### config.mk
export PLATFORM = sky130hd
export DESIGN_NAME = adc_trigger
export DESIGN_NICKNAME = d
export VERILOG_FILES = /design/src/trg_cfg_pkg.sv /design/src/trg_types_pkg.sv /design/src/hit_if.sv /design/src/acq_window.sv /design/src/adc_trigger.sv /design/src/hit_capture.sv /design/src/hit_detect.sv
export SDC_FILE = /design/constraint.sdc
export NUM_CORES = 1
export LEC_CHECK = 0
export BUFFER_PORTS_ARGS = -buffer_cell sky130_fd_sc_hd__buf_2
export CAP_MARGIN = 20
export CORE_MARGIN = 4
export CORE_UTILIZATION = 52
export DETAILED_ROUTE_END_ITERATION = 10
export GPL_TIMING_DRIVEN = 0
export PLACE_DENSITY = 0.85
export SLEW_MARGIN = 15
export SYNTH_ARGS = -nofsm -noshare
export SYNTH_HDL_FRONTEND = slang
export SYNTH_HIERARCHICAL = 1
export SYNTH_SLANG_ARGS = --single-unit
### constraint.sdc
create_clock -name AXIS_ACLK -period 2.7 [get_ports AXIS_ACLK]
set_input_delay 0.27 -clock AXIS_ACLK [delete_from_list [all_inputs] [get_ports AXIS_ACLK]]
set_output_delay 0.27 -clock AXIS_ACLK [all_outputs]
set_load 0.01 [all_outputs]
### src/trg_cfg_pkg.sv
`default_nettype none

package trg_cfg_pkg;

  // sample and beat geometry
  localparam int adc_width   = 12;
  localparam int lane_width  = 16;
  localparam int lanes       = 8;
  localparam int tdata_width = lanes * lane_width;
  localparam int ts_width    = 44;

  // acquisition window, in clock cycles
  localparam int post_len = 38;
  localparam int acq_len  = 100;

  // counters hold one step past their limit when idle
  localparam int post_cnt_width = $clog2(post_len + 2);
  localparam int acq_cnt_width  = $clog2(acq_len + 2);

endpackage

`default_nettype wire

### src/trg_types_pkg.sv
`default_nettype none

package trg_types_pkg;

  import trg_cfg_pkg::*;

  // one ADC sample, two's complement
  typedef logic signed [adc_width-1:0] adc_sample_t;

  // one stream beat, lanes packed low to high
  typedef logic [tdata_width-1:0] beat_t;

  // free-running time counter value
  typedef logic [ts_width-1:0] time_stamp_t;

endpackage

`default_nettype wire

### src/hit_if.sv
`timescale 1ns/100ps
`default_nettype none

interface hit_if;

  // registered hit level
  logic hit;
  // this cycle's hit level, before the register
  logic hit_next;
  // single-cycle edge pulses
  logic rise;
  logic fall;

  modport detector (
    output hit,
    output hit_next,
    output rise,
    output fall
  );

  modport consumer (
    input hit,
    input hit_next,
    input rise,
    input fall
  );

endinterface

`default_nettype wire

### src/acq_window.sv
`timescale 1ns/100ps
`default_nettype none

module acq_window
  import trg_cfg_pkg::*;
(
  input  logic    AXIS_ACLK,
  input  logic    hit_flag_negedge,
  input  logic    s_axis_tvalid,
  hit_if.consumer hit_bus,
  output logic    triggered
);

  localparam logic [post_cnt_width-1:0] post_done = post_cnt_width'(post_len);
  localparam logic [post_cnt_width-1:0] post_sat  = post_cnt_width'(post_len + 1);
  localparam logic [acq_cnt_width-1:0]  acq_done  = acq_cnt_width'(acq_len);
  localparam logic [acq_cnt_width-1:0]  acq_sat   = acq_cnt_width'(acq_len + 1);

  logic [post_cnt_width-1:0] post_cnt;
  logic [acq_cnt_width-1:0]  acq_cnt;
  logic                      finalize;
  logic                      over_len;

  // cycles since the hit ended, parked at post_sat when idle
  always_ff @(posedge AXIS_ACLK or posedge hit_flag_negedge) begin
    if (hit_flag_negedge) begin
      post_cnt <= post_sat;
    end else if (hit_bus.fall) begin
      post_cnt <= '0;
    end else if (post_cnt < post_sat) begin
      post_cnt <= post_cnt + 1'b1;
    end
  end

  // cycles since the hit started
  always_ff @(posedge AXIS_ACLK or posedge hit_flag_negedge) begin
    if (hit_flag_negedge) begin
      acq_cnt <= acq_sat;
    end else if (hit_bus.rise) begin
      acq_cnt <= '0;
    end else if (acq_cnt < acq_sat) begin
      acq_cnt <= acq_cnt + 1'b1;
    end
  end

  // keeps the trigger up for the post-hit tail
  always_ff @(posedge AXIS_ACLK or posedge hit_flag_negedge) begin
    if (hit_flag_negedge) begin
      finalize <= 1'b0;
    end else if (hit_bus.fall) begin
      finalize <= 1'b1;
    end else if (post_cnt == post_done) begin
      finalize <= 1'b0;
    end
  end

  // window has hit its maximum length, held until the next rise
  always_ff @(posedge AXIS_ACLK or posedge hit_flag_negedge) begin
    if (hit_flag_negedge) begin
      over_len <= 1'b0;
    end else if (hit_bus.rise) begin
      over_len <= 1'b0;
    end else if (acq_cnt == acq_done) begin
      over_len <= 1'b1;
    end
  end

  // registered so it lines up with the delayed data
  always_ff @(posedge AXIS_ACLK or posedge hit_flag_negedge) begin
    if (hit_flag_negedge) begin
      triggered <= 1'b0;
    end else begin
      triggered <= s_axis_tvalid & ~over_len & (hit_bus.hit_next | finalize);
    end
  end

endmodule

`default_nettype wire

### src/adc_trigger.sv
`timescale 1ns/100ps
`default_nettype none

module adc_trigger
  import trg_types_pkg::*;
(
  input  logic        AXIS_ACLK,
  input  logic        hit_flag_negedge,
  input  beat_t       s_axis_tdata,
  input  logic        s_axis_tvalid,
  input  adc_sample_t threshold,
  input  adc_sample_t baseline,
  input  time_stamp_t current_time,
  output beat_t       data,
  output logic        valid,
  output logic        triggered,
  output time_stamp_t time_stamp,
  output adc_sample_t baseline_when_hit,
  output adc_sample_t threshold_when_hit
);

  hit_if hit_bus ();

  hit_detect hit_detect_i (
    .AXIS_ACLK        (AXIS_ACLK),
    .hit_flag_negedge (hit_flag_negedge),
    .s_axis_tdata     (s_axis_tdata),
    .threshold        (threshold),
    .baseline         (baseline),
    .hit_bus          (hit_bus.detector)
  );

  acq_window acq_window_i (
    .AXIS_ACLK        (AXIS_ACLK),
    .hit_flag_negedge (hit_flag_negedge),
    .s_axis_tvalid    (s_axis_tvalid),
    .hit_bus          (hit_bus.consumer),
    .triggered        (triggered)
  );

  hit_capture hit_capture_i (
    .AXIS_ACLK          (AXIS_ACLK),
    .hit_flag_negedge   (hit_flag_negedge),
    .current_time       (current_time),
    .threshold          (threshold),
    .baseline           (baseline),
    .hit_bus            (hit_bus.consumer),
    .time_stamp         (time_stamp),
    .baseline_when_hit  (baseline_when_hit),
    .threshold_when_hit (threshold_when_hit)
  );

  // one stage of delay to match the trigger latency
  always_ff @(posedge AXIS_ACLK) begin
    data <= s_axis_tdata;
  end

  always_ff @(posedge AXIS_ACLK or posedge hit_flag_negedge) begin
    if (hit_flag_negedge) begin
      valid <= 1'b0;
    end else begin
      valid <= s_axis_tvalid;
    end
  end

endmodule

`default_nettype wire

### src/hit_capture.sv
`timescale 1ns/100ps
`default_nettype none

module hit_capture
  import trg_types_pkg::*;
(
  input  logic        AXIS_ACLK,
  input  logic        hit_flag_negedge,
  input  time_stamp_t current_time,
  input  adc_sample_t threshold,
  input  adc_sample_t baseline,
  hit_if.consumer     hit_bus,
  output time_stamp_t time_stamp,
  output adc_sample_t baseline_when_hit,
  output adc_sample_t threshold_when_hit
);

  // snapshot of the context at the start of each hit
  always_ff @(posedge AXIS_ACLK or posedge hit_flag_negedge) begin
    if (hit_flag_negedge) begin
      time_stamp         <= '0;
      baseline_when_hit  <= '0;
      threshold_when_hit <= '0;
    end else if (hit_bus.rise) begin
      time_stamp         <= current_time;
      baseline_when_hit  <= baseline;
      threshold_when_hit <= threshold;
    end
  end

endmodule

`default_nettype wire

### src/hit_detect.sv
`timescale 1ns/100ps
`default_nettype none

module hit_detect
  import trg_cfg_pkg::*;
  import trg_types_pkg::*;
(
  input  logic        AXIS_ACLK,
  input  logic        hit_flag_negedge,
  input  beat_t       s_axis_tdata,
  input  adc_sample_t threshold,
  input  adc_sample_t baseline,
  hit_if.detector     hit_bus
);

  adc_sample_t              sample [lanes];
  // one extra bit so the subtraction cannot wrap
  logic signed [adc_width:0] diff  [lanes];
  logic [lanes-1:0]         lane_hit;
  logic                     hit_q;

  for (genvar i = 0; i < lanes; i++) begin : g_lane
    // sample sits in the top bits of its lane
    assign sample[i]   = s_axis_tdata[lane_width*i + lane_width - 1 -: adc_width];
    assign diff[i]     = sample[i] - baseline;
    assign lane_hit[i] = (diff[i] >= threshold);
  end

  // any lane over threshold counts as a hit
  assign hit_bus.hit_next = |lane_hit;

  always_ff @(posedge AXIS_ACLK or posedge hit_flag_negedge) begin
    if (hit_flag_negedge) begin
      hit_q <= 1'b0;
    end else begin
      hit_q <= hit_bus.hit_next;
    end
  end

  assign hit_bus.hit = hit_q;

  // edges seen against the registered level
  assign hit_bus.rise = hit_bus.hit_next & ~hit_q;
  assign hit_bus.fall = ~hit_bus.hit_next & hit_q;

endmodule

`default_nettype wire

==> impl_metrics.yaml <==
global_route:
  grtUsageMet3: 0.0924
  grt_max_degree: 45
  antenna_found_initial: 9
  grt_util_met2: 0.602
  grt_usage: 0.352
  grt_pass1_wl_mm: 73.6
  grt.busiest_layer: "met2"
  grt.overflow.total: 0
  grt_pass1_vias: 13500
  met1_usage: 0.387
die:
  rows: 56
  core_um2: 23500
  initial_utilization: 0.527
  die_w_um: 162
  die-area_um2: 26300
  fp.dieH_um: 162
  io_pins: 397
synth:
  synth_seq_area_share: 0.382
  synth_top_family_by_area: "adder cells"
  yosys-top-cells-area: "dfxtp_1 (21%), ha_1 (21%), dfrtp_1 (16%)"
  synthArstFlopShare: 0.402
  synth_xor_area_frac: 0.0531
  yosys-mux-area-fraction: 0.0730
  synth_compound_area_frac: 0.131
  synth_ff_type: "dfxtp_1"
  syn_nets: 1589
  synth_cell_types: 66
  ys_ff_latch: 214
  yosysWarnings: 6
  synth.avg_cell_area_um2: 10.5
  synth_top_area_frac: 0.207
  syn_inst: 1178
  synth_top_area_cell: "dfxtp_1"
  synth_simple_gate_area_frac: 0.111
  synth_edf_count: 0
  syn_area_um2: 12400
  synth-adder-area-share: 0.219
sta:
  period_minus_slack_ns: 4.92
  final-setup-viol-count: 85
  max_freq_mhz: 203
  rsz0062_at_grt: "yes"
  setup_ws_ns: -2.22
  period_share: 1.82
  slew_violations: 0
  tightest_slew_ns: 0.810
  finClkSkew_ns: 0.0125
  slew_headroom: 0.459
  hold_violations: 0
worst_hold_path:
  holdPathStages: 2
  hold_path_class: "input pin to register"
placed_design:
  dp.final_hpwl_mm: 28.5
  dp_slack_ns: -2.69
  port_buffers: 396
  routabilityCongestion: 0.868
layout:
  area_delta_synth_final_pct: 49.4
  multi_input_comb_area_um2: 7720
  final_nets: 2250
  ff_latch_area_um2: 4720
  drive_gt1_frac: 0.358
  fillers: 1261
cts:
  cts_sinks: 214
  clk_path_buf_depth: 3
  root_buffer: "clkbuf_16"
  numCtsBuffers: 23
  htree_levels: 1
  insertion_delay_ns: 0.53
  tritoncts: "built"
  clk_pin_slew_ns: 0.07
critical_path:
  cp-start-kind: "input pin"
  crit_path_end_kind: "register"
  crit_cells: 23
  path_max_fanout: 6
  crit_buf_inv: 6
  cp.arrival_ns: 5.30
  cp.required_ns: 3.07
  path_cells: "buf_8, clkinvlp_4, buf_6, fa_2, a21o_1, a21oi_2, nor2b_1, o21a_1, o41ai_4, o211ai_1, xor2_1, ha_1, nand4_1, nor2_1, o21ai_2, a21oi_1, a41o_1, nand4_1, o31a_1, buf_6, buf_12, buf_12, mux2_2"
  critPathKind: "input pin to register"
  slowest_stage: "o41ai_4"
  reg2reg_depth: 6
  cpPeakStageDelay_ns: 0.39
  critical-path-top-delay-family: "compound AO/OA/AOI/OAI gates"
pwr:
  total_power_mw: 10.2
  power_density_nw_per_um2: 550
  p_leak_nw: 9.28
  ir_worst_vdd_uv: 546
routing:
  routed_wl_mm: 53.4
  drt_first_pass_iters: 6
  drtAntennaViolNets: 0
  vias: 13400
  drc: 0
  post_drt_wl_per_cell_um: 24.5
  drt_iter0_drc: 1546
  avgViaCountPerCell: 6.13
flow_run:
  max_cap_violations: 0
status:
  violations: "setup timing"
  status: "finished with violations"
==> cells in the final DEF (no fill, tap or decap), drive strengths merged, types with 57 or more instances in the layout <==
master,instances
dfxtp,128
dlygate4sd3,185
xnor2,57
inv,76
dfrtp,78
nor2,91
mux2,70
a21oi,68
nand2,61
ha,204
buf,462
==> power by group <==
part | internal [mW] | leakage, nW | switching, mW | total (mW)
logic | 1.61 | 6.72 | 1.93 | 3.54
clock network | 1.72 | 0.345 | 1.34 | 3.07
registers | 3.41 | 2.22 | 0.146 | 3.56
==> state kept, by name, indices dropped and copies added, names as in the netlist, 6 cells and up <==
name                              count
hit_capture_i/baseline_when_hit      12
acq_window_i/acq_cnt                  7
hit_capture_i/threshold_when_hit     12
data                                128
acq_window_i/post_cnt                 6
hit_capture_i/time_stamp             44
==> cell usage after synthesis (all sizes together) (8+ instances only) <==
cell / number
a41o: 8
nor2: 91
dfrtp: 78
a211oi: 9
buf: 9
o41ai: 14
nand4: 18
o21ai: 40
nor2b: 18
o21a: 14
a21oi: 68
or3: 9
dfstp: 8
xnor2: 57
a21o: 21
nand2: 61
fa: 8
nor3: 36
nand3: 25
dfxtp: 128
xor2: 18
mux2: 70
inv: 76
nor4: 9
ha: 204
==> stage by stage <==
stage	TNS, ns	hold slack [ns]	std cells	utilization	cell area, µm²
after CTS	-127.04	-0.0137	2159	0.779	18300
after floorplan	-130.34	-0.00129	1178	-	12400
after global placement	-223.84	0.158	1893	0.629	14800
final	-171.00	0.0229	2178	0.788	18500
after global routing	-178.08	0.00854	2176	0.787	18500
after detailed placement	-215.53	0.175	1894	0.631	14800
==> worst register-to-register path, delay by kind of cell, from the launching register on <==
kind | cells | cell delay [ns]
AOI/OAI and AO/OA | 1 | 0.23
buffers and inverters | 4 | 0.59
muxes | 1 | 0.45
DFF | 1 | 0.35
==> cells by family after synthesis <==
| logic type | count (synthesis) |
|---|---|
| simple gates | 291 |
| compound gates | 225 |
| flops | 214 |
| fa+ha+maj | 212 |
| buf+inv | 87 |
| xor+xnor | 75 |
| mux | 74 |
==> final timing paths <==
kind,from,end,slack [ns]
worst min-delay path,current_time[27],hit_capture_i/time_stamp[27],0.02
worst max register to register,hit_detect_i/hit_bus.hit,hit_capture_i/threshold_when_hit[6],0.93
worst max-delay path,baseline[1],hit_capture_i/threshold_when_hit[6],-2.22
worst min register to register,acq_window_i/over_len,acq_window_i/triggered,0.47
min in group asynchronous,hit_flag_negedge,valid,0.20
max in group asynchronous,hit_flag_negedge,hit_capture_i/threshold_when_hit[2],1.82
==> layer usage <==
metal	vias up	wire [µm]
met5	-	17
met4	4	4880
met3	446	5810
met2	1147	24900
met1	6161	17800
li1	5601	-
==> layout make-up <==
class | count | area share
multi-input cells | 877 | 0.418
flip-flops and latches | 214 | 0.256
repair buffers | 638 | 0.242
clock buffers | 36 | 0.0365
well taps | 319 | 0.0216
inverters | 76 | 0.0162
plain buffers | 9 | 0.00812
clock inverters | 4 | 0.00169
diodes | 5 | 0.000677
==> what timing repair did <==
item	4_1_cts	5_1_grt
gates resized for setup	108	32
hold endpoints to repair	218	1
pin swaps	35	42
hold buffers	184	1
setup endpoints to repair	85	85
gates cloned	7	0
buffers inserted	92	22
No activity file was read; power rests on OpenSTA's default activity.
